`src/mips_params.svh`:
```
`ifndef mipsParamsSvh
`define mipsParamsSvh

////////////////////////////////////////////////////////////////////////////
// Primary opcodes
////////////////////////////////////////////////////////////////////////////
`define OpSpecial   6'b000000
`define OpOri       6'b001101
`define OpLui       6'b001111
`define OpLw        6'b100011
`define OpSw        6'b101011
`define OpBeq       6'b000100
`define OpJal       6'b000011
`define OpBne       6'b000101
`define OpAddi      6'b001000
`define OpAndi      6'b001100
`define OpLb        6'b100000
`define OpLh        6'b100001
`define OpSb        6'b101000
`define OpSh        6'b101001
`define OpCop0      6'b010000

// SPECIAL funct codes
`define FnAdd       6'b100000
`define FnSub       6'b100010
`define FnJr        6'b001000
`define FnOr        6'b100101
`define FnSlt       6'b101010
`define FnSltu      6'b101011
`define FnAnd       6'b100100
`define FnMult      6'b011000
`define FnDiv       6'b011010
`define FnMultu     6'b011001
`define FnDivu      6'b011011
`define FnMfhi      6'b010000
`define FnMflo      6'b010010
`define FnMthi      6'b010001
`define FnMtlo      6'b010011
`define FnSyscall   6'b001100
`define FnEret      6'b011000

// COP0 rs field
`define RsMfc0      5'b00000
`define RsMtc0      5'b00100
`define RsEret      5'b10000

////////////////////////////////////////////////////////////////////////////
// Address map, bounds inclusive
////////////////////////////////////////////////////////////////////////////
`define RamLast     32'h0000_2FFF
`define PcFirst     32'h0000_3000
`define PcLast      32'h0000_6FFC
`define Timer0First 32'h0000_7F00
`define Timer0Last  32'h0000_7F0B
`define Timer1First 32'h0000_7F10
`define Timer1Last  32'h0000_7F1B
`define IntGenFirst 32'h0000_7F20
`define IntGenLast  32'h0000_7F23

// Cause.ExcCode values
`define ExcInt      5'd0
`define ExcAdEL     5'd4
`define ExcAdES     5'd5
`define ExcSys      5'd8
`define ExcRI       5'd10
`define ExcOv       5'd12

// CP0 register numbers
`define Cp0Sr       5'd12
`define Cp0Cause    5'd13
`define Cp0Epc      5'd14
`define Cp0Prid     5'd15

`define PRIdValue   32'h0000_3A01

`endif

```
`src/mipsIsaPkg.sv`:
```
`default_nettype none

package mipsIsaPkg;

	// Data word or byte address
	typedef logic [31:0] wordT;

	// Instruction fields
	typedef logic [5:0] opcodeT;
	typedef logic [5:0] functT;

	// rs, rt and rd are all this wide
	typedef logic [4:0] regAddrT;

endpackage

`default_nettype wire

```
`src/excPkg.sv`:
```
`default_nettype none

package excPkg;

	// ExcCode field of Cause
	typedef logic [4:0] excCodeT;

	// Hardware interrupt lines, also the IM and IP fields
	typedef logic [5:0] hwIntT;

	// CP0 register number, taken from rd
	typedef logic [4:0] cp0AddrT;

endpackage

`default_nettype wire

```
`src/excCoder.sv`:
```
`timescale 1ns/100ps
`default_nettype none

`include "mips_params.svh"

module excCoder (
	input  wire mipsIsaPkg::wordT pc,
	input  wire mipsIsaPkg::wordT instr,
	input  wire mipsIsaPkg::wordT addr,
	input  wire                   aluOverflow,
	input  wire                   addrOverflow,
	input  wire                   intReq,
	output logic                  excValid,
	output logic                  isMtc0,
	output logic                  isEret,
	output excPkg::excCodeT       excCode
);

	mipsIsaPkg::opcodeT  opcode;
	mipsIsaPkg::functT   funct;
	mipsIsaPkg::regAddrT rs;

	logic add, sub, ori, lui, lw, sw, beq, jal, jr, orr, slt;
	logic sltu, bne, addi, andr, andi, lb, lh, sb, sh;
	logic mult, multu, div, divu, mfhi, mflo, mthi, mtlo;
	logic syscall, mfc0;

	logic isLoad, isStore;
	logic inRam, inTimer, inIntGen, inMap;
	logic pcFault, loadFault, storeFault;
	logic reserved, arithOv;

	assign opcode = instr[31:26];
	assign rs     = instr[25:21];
	assign funct  = instr[5:0];

	////////////////////////////////////////////////////////////////////////////
	// Instruction decode
	////////////////////////////////////////////////////////////////////////////
	assign add     = (opcode == `OpSpecial) && (funct == `FnAdd);
	assign sub     = (opcode == `OpSpecial) && (funct == `FnSub);
	assign jr      = (opcode == `OpSpecial) && (funct == `FnJr);
	assign orr     = (opcode == `OpSpecial) && (funct == `FnOr);
	assign slt     = (opcode == `OpSpecial) && (funct == `FnSlt);
	assign sltu    = (opcode == `OpSpecial) && (funct == `FnSltu);
	assign andr    = (opcode == `OpSpecial) && (funct == `FnAnd);
	assign mult    = (opcode == `OpSpecial) && (funct == `FnMult);
	assign multu   = (opcode == `OpSpecial) && (funct == `FnMultu);
	assign div     = (opcode == `OpSpecial) && (funct == `FnDiv);
	assign divu    = (opcode == `OpSpecial) && (funct == `FnDivu);
	assign mfhi    = (opcode == `OpSpecial) && (funct == `FnMfhi);
	assign mflo    = (opcode == `OpSpecial) && (funct == `FnMflo);
	assign mthi    = (opcode == `OpSpecial) && (funct == `FnMthi);
	assign mtlo    = (opcode == `OpSpecial) && (funct == `FnMtlo);
	assign syscall = (opcode == `OpSpecial) && (funct == `FnSyscall);

	assign ori  = (opcode == `OpOri);
	assign lui  = (opcode == `OpLui);
	assign lw   = (opcode == `OpLw);
	assign sw   = (opcode == `OpSw);
	assign beq  = (opcode == `OpBeq);
	assign bne  = (opcode == `OpBne);
	assign jal  = (opcode == `OpJal);
	assign addi = (opcode == `OpAddi);
	assign andi = (opcode == `OpAndi);
	assign lb   = (opcode == `OpLb);
	assign lh   = (opcode == `OpLh);
	assign sb   = (opcode == `OpSb);
	assign sh   = (opcode == `OpSh);

	// COP0 group, told apart by rs
	assign mfc0   = (opcode == `OpCop0) && (rs == `RsMfc0);
	assign isMtc0 = (opcode == `OpCop0) && (rs == `RsMtc0);
	assign isEret = (opcode == `OpCop0) && (rs == `RsEret) && (funct == `FnEret);

	// All-zero word is the nop and stays legal
	assign reserved = ~(add | sub | ori | lui | lw | sw | beq | jal | jr | orr | slt
		| sltu | bne | addi | andr | andi | lb | lh | sb | sh | mult | multu
		| div | divu | mfhi | mflo | mthi | mtlo | syscall | mfc0 | isMtc0
		| isEret | (instr == 32'b0));

	////////////////////////////////////////////////////////////////////////////
	// Address checks
	////////////////////////////////////////////////////////////////////////////
	assign isLoad  = lw | lh | lb;
	assign isStore = sw | sh | sb;

	assign inRam    = (addr <= `RamLast);
	assign inTimer  = ((addr >= `Timer0First) && (addr <= `Timer0Last))
		|| ((addr >= `Timer1First) && (addr <= `Timer1Last));
	assign inIntGen = (addr >= `IntGenFirst) && (addr <= `IntGenLast);
	assign inMap    = inRam | inTimer | inIntGen;

	// Timers take whole words only
	assign loadFault = (lw && (addr[1:0] != 2'b00))
		|| (lh && addr[0])
		|| ((lh || lb) && inTimer)
		|| (isLoad && (addrOverflow || !inMap));

	assign storeFault = (sw && (addr[1:0] != 2'b00))
		|| (sh && addr[0])
		|| ((sh || sb) && inTimer)
		|| (isStore && (addrOverflow || !inMap));

	// PC 0 is a bubble
	assign pcFault = (pc != 32'b0)
		&& ((pc[1:0] != 2'b00) || (pc < `PcFirst) || (pc > `PcLast));

	assign arithOv = (add | addi | sub) & aluOverflow;

	// Fixed priority, interrupt first
	assign excValid = intReq | pcFault | loadFault | storeFault | syscall
		| reserved | arithOv;

	assign excCode = intReq                 ? `ExcInt  :
	                 (pcFault | loadFault)  ? `ExcAdEL :
	                 storeFault             ? `ExcAdES :
	                 syscall                ? `ExcSys  :
	                 reserved               ? `ExcRI   :
	                 arithOv                ? `ExcOv   :
	                 `ExcInt;

endmodule

`default_nettype wire

```
`src/cp0Regs.sv`:
```
`timescale 1ns/100ps
`default_nettype none

`include "mips_params.svh"

module cp0Regs (
	input  wire                   clk,
	input  wire                   rstN,
	input  wire                   excValid,
	input  wire                   isMtc0,
	input  wire                   isEret,
	input  wire excPkg::excCodeT  excCode,
	input  wire mipsIsaPkg::wordT pc,
	input  wire mipsIsaPkg::wordT writeData,
	input  wire excPkg::hwIntT    hwInt,
	input  wire excPkg::cp0AddrT  cp0Addr,
	output logic                  intReq,
	output logic                  excTaken,
	output mipsIsaPkg::wordT      readData,
	output mipsIsaPkg::wordT      epc
);

	// SR fields
	excPkg::hwIntT im;
	logic          exl;
	logic          ie;

	// Cause fields
	excPkg::hwIntT   ip;
	excPkg::excCodeT causeCode;

	////////////////////////////////////////////////////////////////////////////
	// Request and commit decision
	////////////////////////////////////////////////////////////////////////////
	assign intReq = (|(hwInt & im)) & ie & ~exl;

	// Nothing is taken again until eret drops EXL
	assign excTaken = excValid & ~exl;

	////////////////////////////////////////////////////////////////////////////
	// Register update
	////////////////////////////////////////////////////////////////////////////
	always_ff @(posedge clk or negedge rstN) begin
		if (!rstN) begin
			im        <= '0;
			exl       <= 1'b0;
			ie        <= 1'b0;
			ip        <= '0;
			causeCode <= '0;
			epc       <= '0;
		end else begin
			ip <= hwInt;
			if (excTaken) begin
				epc       <= pc;
				causeCode <= excCode;
				exl       <= 1'b1;
			end else begin
				if (isEret) begin
					exl <= 1'b0;
				end
				// Cause and PRId are read-only
				if (isMtc0) begin
					case (cp0Addr)
						`Cp0Sr: begin
							im  <= writeData[15:10];
							exl <= writeData[1];
							ie  <= writeData[0];
						end
						`Cp0Epc: begin
							epc <= writeData;
						end
						default: begin
						end
					endcase
				end
			end
		end
	end

	// mfc0 read port
	always_comb begin
		case (cp0Addr)
			`Cp0Sr:    readData = {16'b0, im, 8'b0, exl, ie};
			`Cp0Cause: readData = {16'b0, ip, 3'b0, causeCode, 2'b0};
			`Cp0Epc:   readData = epc;
			`Cp0Prid:  readData = `PRIdValue;
			default:   readData = '0;
		endcase
	end

endmodule

`default_nettype wire

```
`src/excUnit.sv`:
```
`timescale 1ns/100ps
`default_nettype none

module excUnit (
	input  wire                   clk,
	input  wire                   rstN,
	input  wire mipsIsaPkg::wordT pc,
	input  wire mipsIsaPkg::wordT instr,
	input  wire mipsIsaPkg::wordT addr,
	input  wire                   aluOverflow,
	input  wire                   addrOverflow,
	input  wire excPkg::hwIntT    hwInt,
	input  wire mipsIsaPkg::wordT writeData,
	output logic                  excTaken,
	output excPkg::excCodeT       excCode,
	output mipsIsaPkg::wordT      readData,
	output mipsIsaPkg::wordT      epc
);

	logic            intReq;
	logic            excValid;
	logic            isMtc0;
	logic            isEret;
	excPkg::cp0AddrT cp0Addr;

	// CP0 register number sits in rd
	assign cp0Addr = instr[15:11];

	excCoder u0 (
		.pc(pc),
		.instr(instr),
		.addr(addr),
		.aluOverflow(aluOverflow),
		.addrOverflow(addrOverflow),
		.intReq(intReq),
		.excValid(excValid),
		.isMtc0(isMtc0),
		.isEret(isEret),
		.excCode(excCode)
	);

	cp0Regs u1 (
		.clk(clk),
		.rstN(rstN),
		.excValid(excValid),
		.isMtc0(isMtc0),
		.isEret(isEret),
		.excCode(excCode),
		.pc(pc),
		.writeData(writeData),
		.hwInt(hwInt),
		.cp0Addr(cp0Addr),
		.intReq(intReq),
		.excTaken(excTaken),
		.readData(readData),
		.epc(epc)
	);

endmodule

`default_nettype wire

```
`config.mk`:
```
export PLATFORM = sky130hd
export DESIGN_NAME = excUnit
export DESIGN_NICKNAME = d
export VERILOG_FILES = /design/src/mipsIsaPkg.sv /design/src/excPkg.sv /design/src/excCoder.sv /design/src/cp0Regs.sv /design/src/excUnit.sv
export VERILOG_INCLUDE_DIRS = /design/src
export SDC_FILE = /design/constraint.sdc
export NUM_CORES = 1
export LEC_CHECK = 0
export ABC_AREA = 1
export BUFFER_PORTS_ARGS = -buffer_cell sky130_fd_sc_hd__clkbuf_2
export CELL_PAD_IN_SITES_DETAIL_PLACEMENT = 1
export CELL_PAD_IN_SITES_GLOBAL_PLACEMENT = 1
export CORE_MARGIN = 2
export CORE_UTILIZATION = 32
export DETAILED_ROUTE_END_ITERATION = 6
export PLACE_DENSITY = 0.85
export RECOVER_POWER = 25
export SLEW_MARGIN = 20
export SYNTH_ARGS = -nofsm -noshare
export SYNTH_HDL_FRONTEND = slang
export SYNTH_HIERARCHICAL = 1
export SYNTH_SLANG_ARGS = --single-unit
```
`constraint.sdc`:
```
create_clock -name clk -period 4.1 [get_ports clk]
set_input_delay 0.205 -clock clk [delete_from_list [all_inputs] [get_ports clk]]
set_output_delay 0.205 -clock clk [all_outputs]
set_load 0.05 [all_outputs]
```
Word-level counts from Yosys, hierarchy flattened
Index checks and enable logic that the tools add are counted.
{"block": "totals", "regBits": 51, "input_bits": 138, "wordCells": 176}
{"block": "classes", "magnitude_cmp": 9, "n_eq_ne": 36, "n_mux": 14, "bitwise_logic": 55, "n_reduce_logical": 56}
{"cell": "$pmux 32 s4", "n": 1}
{"cell": "$ge 32x15->1 const B", "n": 3}
{"cell": "$le 32x15->1 const B", "n": 3}
{"cell": "$mux 32", "n": 3}
{"cell": "$eq 6x6->1 const B", "n": 12}
{"cell": "$eq 6x5->1 const B", "n": 9}
{"cell": "$or 1x1->1", "n": 47}
{"cell": "$eq 6x4->1 const B", "n": 6}
{"cell": "$gt 32x15->1 const B", "n": 1}
{"cell": "$le 32x14->1 const B", "n": 1}
{"cell": "$logic_and 1x1->1", "n": 32}
{"cell": "$logic_not 32->1", "n": 1}
{"cell": "$lt 32x14->1 const B", "n": 1}
{"cell": "$reduce_bool 32->1", "n": 1}
{"cell": "$mux 5", "n": 5}
{"cell": "$eq 5x4->1 const B", "n": 4}
{"cell": "$eq 6x3->1 const B", "n": 2}
{"cell": "$logic_or 1x1->1", "n": 12}
{"cell": "$reduce_bool 2->1", "n": 4}
{"cell": "$and 6x6->6", "n": 1}
{"cell": "$eq 6x2->1 const B", "n": 1}
{"cell": "$logic_not 6->1", "n": 1}
{"cell": "$reduce_or 6->1", "n": 1}
{"cell": "$eq 5x3->1 const B", "n": 1}
{"cell": "9 further kinds", "n": 17}

Logic depth before layout (Yosys ltp)
Gate-level depths: netlist of run 1.
{"block": "depth", "depth_word": 40, "mapped_depth": 19}

By module
The synthesis of run 1 kept the hierarchy.
{"module": "cp0Regs", "instances": 1, "cells_each": 418, "area_each_um2": 2861.5, "seq_area_each_um2": 1276.2}
{"module": "excCoder", "instances": 1, "cells_each": 197, "area_each_um2": 912.1, "seq_area_each_um2": 0.0}

Least setup slack after synthesis of run 1
No wires, ideal clock.
{"block": "synth_path", "path_type": "in2reg", "start": "input addr[20]", "end": "register u1.causeCode[0]", "t_arrival_ns": 1.957, "setup_slack_ns": 2.075, "path_stages": 12, "n_path_buf": 0, "path_cell_list": "nor2_1 > nand2_1 > nor2_2 > and2_4 > nand2_2 > nand3_2 > nand2_2 > nand2_2 > nand3_2 > a21oi_1 > nand2_1 > nand2_1"}
{"item": "start, declared", "line_no": "excUnit.sv:9", "rtl": "input wire mipsIsaPkg::wordT addr,"}
{"item": "$ge 32x15->1 (no line) / $le 32x15->1 (equally long branches)"}
{"item": "$logic_and 1x1->1, on equally long branches", "line_no": "excCoder.sv:89, excCoder.sv:90"}
{"item": "$logic_or 1x1->1", "line_no": "excCoder.sv:89", "rtl": "assign inTimer = ((addr >= `Timer0First) && (addr <= `Timer0Last))"}
{"item": "$or 1x1->1 (2 in series)", "line_no": "excCoder.sv:92", "rtl": "assign inMap = inRam | inTimer | inIntGen;"}
{"item": "$logic_not 1->1", "line_no": "excCoder.sv:98, excCoder.sv:103"}
{"item": "$logic_or 1x1->1", "line_no": "excCoder.sv:98, excCoder.sv:103"}
{"item": "$logic_and 1x1->1, on equally long branches", "line_no": "excCoder.sv:103, excCoder.sv:98"}
{"item": "$logic_or 1x1->1, on equally long branches", "line_no": "excCoder.sv:103, excCoder.sv:98"}
{"item": "$mux 5 (no line) / $or 1x1->1 (equally long branches)"}
{"item": "$mux 5 (no line) * (2 in series)"}
{"item": "named net excCode[0]", "line_no": "excUnit.sv:15", "rtl": "output excPkg::excCodeT excCode,"}
{"item": "end signal, assigned", "line_no": "cp0Regs.sv:55", "rtl": "causeCode <= excCode;"}
{"item": "end, declared", "line_no": "cp0Regs.sv:30", "rtl": "excPkg::excCodeT causeCode;"}
Mark *: on every way through the listed nets, which the timed path passes. The rest lies on a longest branch.
A chain may end at the register's enable or synchronous reset.

Worst setup path after layout of run 1
{"block": "layout_path", "start": "register u1.im[2]", "end": "output excTaken"}
{"block": "layout_between", "elab_chain_len": 11}
{"item": "start, declared", "line_no": "cp0Regs.sv:24", "rtl": "excPkg::hwIntT im;"}
{"item": "start signal, assigned", "line_no": "cp0Regs.sv:65", "rtl": "im <= writeData[15:10];"}
{"item": "$and 6x6->6", "line_no": "cp0Regs.sv:35", "rtl": "assign intReq = (|(hwInt & im)) & ie & ~exl;"}
{"item": "$reduce_or 6->1", "line_no": "cp0Regs.sv:35"}
{"item": "$and 1x1->1 (2 in series)", "line_no": "cp0Regs.sv:35"}
{"item": "named net intReq", "line_no": "excUnit.sv:20", "rtl": "logic intReq;"}
{"item": "$or 1x1->1 (4 in series)", "line_no": "excCoder.sv:112", "rtl": "assign excValid = intReq | pcFault | loadFault | storeFault | syscall"}
{"item": "$or 1x1->1 (2 in series)", "line_no": "excCoder.sv:113", "rtl": "| reserved | arithOv;"}
{"item": "named net excValid", "line_no": "excUnit.sv:21", "rtl": "logic excValid;"}
{"item": "$and 1x1->1", "line_no": "cp0Regs.sv:38", "rtl": "assign excTaken = excValid & ~exl;"}
{"item": "end, declared", "line_no": "excUnit.sv:14", "rtl": "output logic excTaken,"}
The timed path passes the listed nets, and every way through them passes these cells.

==> impl_metrics.ini, run 1 <==
[job]
cap_violations = 1

[clocking]
numCtsBuffers = 5
cts_buffer_depth = 2
clkSlewWorstSetupHoldPaths_ns = 0.07
cts_hold_buf = 0
cts_num_sinks = 51
insertion_delay_ns = 0.29
clk_root_buffer_cell = clkbuf_16
cts_max_level = 2
ctsResizeCount = 0
post_cts_buffers = 0
cts_tree = built

[global_routing]
grt_pass1_vias = 4861
grt_most_used_layer = met2
antenna_found_initial = 1
grt_pass1_wl_um = 23300
grt-ovfl-total = 0
use_met3_pct = 3.02
grt_usage_pct = 22.6
grtUsageMet1_pct = 26.2
grt_max_degree = 52
gr-usage-met2_pct = 43.0

[yosys]
netlist_instances = 615
yosysSeqAreaShare_pct = 33.8
synth_edf_count = 0
synth_flop_cell = dfrtp_1
synth_seq_cells = 51
synthArstFlopShare_pct = 100
avgSynthCellArea_um2 = 6.14
synth_cell_types = 32
synthesis.nets = 753
syn_area_um2 = 3770
yosysWarnings = 6

[detailed_routing]
antenna_left = 0
drt_wl_total_um = 14500
drc = 0
drtIter0Drc = 215
avgViaCountPerCell = 4.90
num_vias = 4663
wl_per_cell_um = 15.2
drt-pass1-iter-count = 4

[timing]
fin_skew_ns = 0.00559
hold_violations = 0
min_period_ns = 2.91
rsz0062_at_grt = no
finalMaxSlewViolations = 52
slew_headroom_pct = -88.4
fin_crit_sh_pct = 70.9
worst_slack_ns = 1.19
hold_slack_ns = 0.0642
setup_viol = 0
tightest_slew_ns = 2.83
timing.fmax_ghz = 0.344
setup_tns_ns = 0

[floorplanning]
io_pins = 208
core_um2 = 11500
dieArea_um2 = 12700
die_h_um = 113
num_rows = 39
die_x_um = 113
start_util_pct = 32.9

[pwr]
ir_drop_mv = 0.145
seqPwrFrac_pct = 43.2
switchingPower_uw = 331
switching_share_pct = 27.3
p_leak_uw = 0.00297
p_per_area_nw_per_um2 = 242
pwr-share-clk_pct = 37.8
pwr-share-comb_pct = 19.0
internal_power_uw = 883

[critical_path]
cp-startpoint = u1/im[2]$_DFFE_PN0P_
r2r_slack_ns = 1.38
path_class = flip-flop to output pin
rr_startpoint = u1/im[3]$_DFFE_PN0P_
r2r-end = u1/im[2]$_DFFE_PN0P_
critPathCapture = excTaken
start_kind = flip-flop
r2r_cells = 14
endpoint_kind = output pin
cp.required_ns = 3.89
crit_arrival_ns = 2.70
path_max_fanout = 39

[place]
io_buffer_count = 206
gp_congestion = 0.843
pre_cts_ws_ns = 1.13
dp_hpwl_um = 11800

[outcome]
status = complete, but fails checks
violations = max-capacitance violations, max-slew violations

[worst_hold_path]
holdCritPathClass = input pin to flip-flop

[layout]
area_growth_pct = 33.0
layout.nets = 945
layout-drive-gt1-share_pct = 30.6
mostFrequentLayoutCell = nand2_1
final_cell_mix = nand2_1, clkbuf_2, nor2_1
metal layers:
metal / wire length (µm) / up-vias
li1: - / 2290
met1: 5660 / 2201
met2: 7710 / 151
met3: 786 / 21
met4: 343 / 0
met5: 0 / -
registers in the layout, indices dropped and copies added, names as in the netlist:
register      flops
u1/causeCode      5
u1/epc           32
u1/ip             6
u1/im             6
u1/exl            1
u1/ie             1
synthesized netlist by cell type, types with 4 or more instances:
master,number,share of area (%)
a21oi_1,4,0.53
buf_2,12,1.6
clkbuf_1,4,0.40
dfrtp_1,51,34
inv_1,49,4.9
inv_2,8,0.80
nand2_1,245,24
nand2_2,8,1.3
nand3_1,86,11
nand3_2,4,1.1
nand4_1,7,1.2
nor2_1,90,9.0
nor2_2,8,1.3
nor3_1,4,0.53
o211ai_1,4,0.80
logic make-up after synthesis:
kind of cell              after synthesis  synth area share, %
AOI/OAI and AO/OA                      15                 2.39
xor gates and xnor gates                1                0.232
buffers and inverters                  82                 9.45
DFF                                    51                 33.8
other                                   1               0.0994
and+or+nand+nor                       465                 54.0
stage by stage:
step	total power [µW]	std cells	util (%)	instance area, µm²
after floorplan	643	615	-	3770
after global placement	758	943	42.4	4870
after detailed placement	767	943	42.4	4870
after CTS	1230	950	43.8	5030
after global routing	1270	951	43.8	5020
final	1210	951	43.8	5020
final cells by class:
cell class | instances | area [µm²]
antenna | 1 | 2.50
clock buffer | 6 | 129
clock inverter | 1 | 30.0
fill | 1630 | 6450
inverter | 58 | 218
multi-input combinational | 482 | 2140
sequential | 51 | 1280
tap | 143 | 179
timing repair buffer | 209 | 1040
how the worst min path moves through the flow:
stage	startpoint	endpoint	slack (ns)	depth (start not counted)
3_5_place_dp	hwInt[5]	u1/ip[5]$_DFF_PN0_	0.35	1
4_1_cts	hwInt[5]	u1/ip[5]$_DFF_PN0_	0.05	1
3_3_place_gp	hwInt[4]	u1/ip[4]$_DFF_PN0_	0.34	1
6_report	hwInt[5]	u1/ip[5]$_DFF_PN0_	0.06	1
5_1_grt	hwInt[2]	u1/ip[2]$_DFF_PN0_	0.06	1
2_1_floorplan	rstN	u1/causeCode[0]$_DFFE_PN0P_	-0.09	0
power groups by stage:
stage	Sequential (µW)	Clock, µW	Combinational [µW]
floorplan	559	0	84.1
global placement	533	0	225
detailed placement	534	0	234
CTS	524	469	234
global route	525	489	257
finish	524	459	231
critical path, cell delays in order (launching register included):
cell	delay, ns
dfrtp_1	0.40
nand2_1	0.08
nand3_1	0.10
nor2_1	0.05
nor3_1	0.21
inv_1	0.10
nand3_2	0.13
nor2_1	0.05
nand2_1	0.10
nand2_4	0.20
inv_2	0.57
clkbuf_2	0.41
No activity file was read; power rests on OpenSTA's default activity.
==> run 2, diff against run 1 <==
Settings changed: CORE_UTILIZATION 32 to 29, PLACE_DENSITY 0.85 to 0.78.
Clock period 4.1 ns to 2.8 ns, I/O delays scaled along.
==> run 2 against run 1 <==
The flow still finishes with violations (max-capacitance violations, max-slew violations). Worst hold slack improved by 0.041 ns. Via count down 1.8%. Wire length shrank 1.2%. Sequential power rose by 46%. Cell count is 4.2% higher. Non-clock buffer count increased by 12. Clock skew shrank 0.00074 ns. Count of clock-buffer cells in the layout stayed put. Utilization decreased by 3.1 points. Die area increased by 10%. Clock power up 49%. Largest cell class unchanged. Highest routed layer unchanged.
==> impl_metrics.ini, run 2 (same netlist as run 1, synthesis figures left out) <==
[outcome]
status = complete, but fails checks
violations = max-capacitance violations, max-slew violations

[timing]
rsz0062_at_grt = no
fin_crit_sh_pct = 91.6
tightest_slew_ns = 1.82
min_period_ns = 2.57
slew_headroom_pct = -21.0
setup_tns_ns = 0
hold_violations = 0
fin_skew_ns = 0.00485
timing.fmax_ghz = 0.390
setup_viol = 0
finalMaxSlewViolations = 32

[clocking]
cts_num_sinks = 51
cts_buffer_depth = 2
clkSlewWorstSetupHoldPaths_ns = 0.07
post_cts_buffers = 0
numCtsBuffers = 5
insertion_delay_ns = 0.29
cts_max_level = 2
clk_root_buffer_cell = clkbuf_16
cts_tree = built

[detailed_routing]
avgViaCountPerCell = 4.62
antenna_left = 0
num_vias = 4577
drc = 0
drt_wl_total_um = 14300
drtIter0Drc = 262
wl_per_cell_um = 14.5
drt-pass1-iter-count = 4

[critical_path]
max_stage_delay_ns = 0.52
critical_path.slowest_cell = dlygate4sd3_1
path_buf_inv = 6
cp-startpoint = hwInt[2]
path_max_fanout = 38
r2r_cells = 13
cp.required_ns = 2.66
r2r-end = u1/epc[10]$_DFFE_PN0P_
cp_num_cells = 14
start_kind = input pin
rr_startpoint = u1/im[2]$_DFFE_PN0P_
r2r_slack_ns = 0.56
path_class = input pin to output pin
endpoint_kind = output pin
path_delay_family = buffers and inverters
critPathCapture = excTaken
crit_chain = dlygate4sd3_1 > clkbuf_2 > nand2_1 > nand3_1 > nor2_1 > nor3_1 > inv_1 > nand3_2 > nor2_1 > nand2_1 > nand2_4 > inv_2 > buf_8 > clkbuf_4
crit_arrival_ns = 2.43

[floorplanning]
dieArea_um2 = 13900
die_x_um = 118
die_h_um = 118
core_um2 = 12700
num_rows = 41
io_pins = 208
start_util_pct = 29.8

[job]
cap_violations = 1

[global_routing]
grt_pass1_wl_um = 23900
grt_most_used_layer = met2
grt-ovfl-total = 0
gr-usage-met2_pct = 38.4
grtUsageMet1_pct = 25.4
antenna_found_initial = 0
grt_pass1_vias = 4858
grt_usage_pct = 20.9
use_met3_pct = 2.62
grt_max_degree = 39

[layout]
final_cell_mix = nand2_1, clkbuf_2, nor2_1
layout.nets = 957
area_growth_pct = 36.5
fillCellCount = 1813
layout-drive-gt1-share_pct = 27.6
fin_util_pct = 40.7
antenna_cells = 0
top_regs = u1/epc (32), u1/im (6), u1/ip (6)
largest_reg_flops = 32
largest-register = u1/epc
mostFrequentLayoutCell = nand2_1

[pwr]
p_leak_uw = 0.00294
p_per_area_nw_per_um2 = 348
ir_drop_mv = 0.177

[place]
dp_hpwl_um = 11600
io_buffer_count = 206
gp_congestion = 0.861

[worst_hold_path]
whs_path_depth = 3
holdCritPathClass = input pin to flip-flop
run 2: changes by cell type in the layout (fill, tap and decap cells not counted), sizes merged:
| cell | change |
|---|---|
| clkbuf | -1 |
| buf | +6 |
| dlygate4sd3 | +7 |
| diode | -1 |
run 2: worst min-delay path by stage:
stage | startpoint | endpoint | slack (ns)
after CTS | writeData[10] | u1/im[0]$_DFFE_PN0P_ | 0.1
final | writeData[10] | u1/im[0]$_DFFE_PN0P_ | 0.11
after detailed placement | hwInt[5] | u1/ip[5]$_DFF_PN0_ | 0.27
after floorplan | rstN | u1/causeCode[0]$_DFFE_PN0P_ | -0.16
after global routing | writeData[14] | u1/im[4]$_DFFE_PN0P_ | 0.12
after global placement | hwInt[5] | u1/ip[5]$_DFF_PN0_ | 0.26
run 2: layout make-up:
| type | instances | area [µm²] | area share, % |
|---|---|---|---|
| repair buffers | 221 | 1140 | 22.2 |
| clock buffers | 6 | 129 | 2.50 |
| multi-input cells | 482 | 2140 | 41.6 |
| clock inverters | 1 | 30.0 | 0.583 |
| flip-flops and latches | 51 | 1280 | 24.8 |
| inverters | 58 | 218 | 4.23 |
| well taps | 172 | 215 | 4.18 |
run 2: where the power goes:
part	leakage, µW	total (µW)	internal [µW]	switching [µW]
Combinational	0.00218	343	128	214
Sequential	0.000692	767	754	13.4
Clock	0.0000769	682	418	264
Total	0.00294	1790	1300	492
run 2: layer usage:
| layer | vias up | part of all wire [%] |
|---|---|---|
| met5 | - | 0 |
| met4 | 0 | 1.8 |
| met3 | 14 | 3.0 |
| met2 | 100 | 51 |
| met1 | 2146 | 44 |
| li1 | 2317 | - |
run 2: worst reg2reg max path, delay by kind of cell, from the launching register on:
family                 cells  cell delay (ns)
flip-flops                 1             0.42
AND/OR/NAND/NOR           11             1.40
buffers and inverters      2             0.30
run 2: repair_timing:
item                                    4_1_cts  5_1_grt
hold buffers                                  7        0
resized for setup                             0        4
endpoints found under the setup margin        0        1
hold endpoints to repair                     35        0
run 2: metrics by stage:
step | total power [µW] | cell area, µm² | setup slack, ns | hold WS (ns) | instances
4_1_cts | 1820 | 5180 | 0.0785 | 0.0955 | 991
3_5_place_dp | 1120 | 4950 | 0.300 | 0.273 | 977
2_1_floorplan | 942 | 3770 | 0.840 | -0.156 | 615
5_1_grt | 1880 | 5150 | 0.0421 | 0.116 | 991
6_report | 1790 | 5150 | 0.235 | 0.105 | 991
3_3_place_gp | 1120 | 4950 | 0.361 | 0.265 | 977
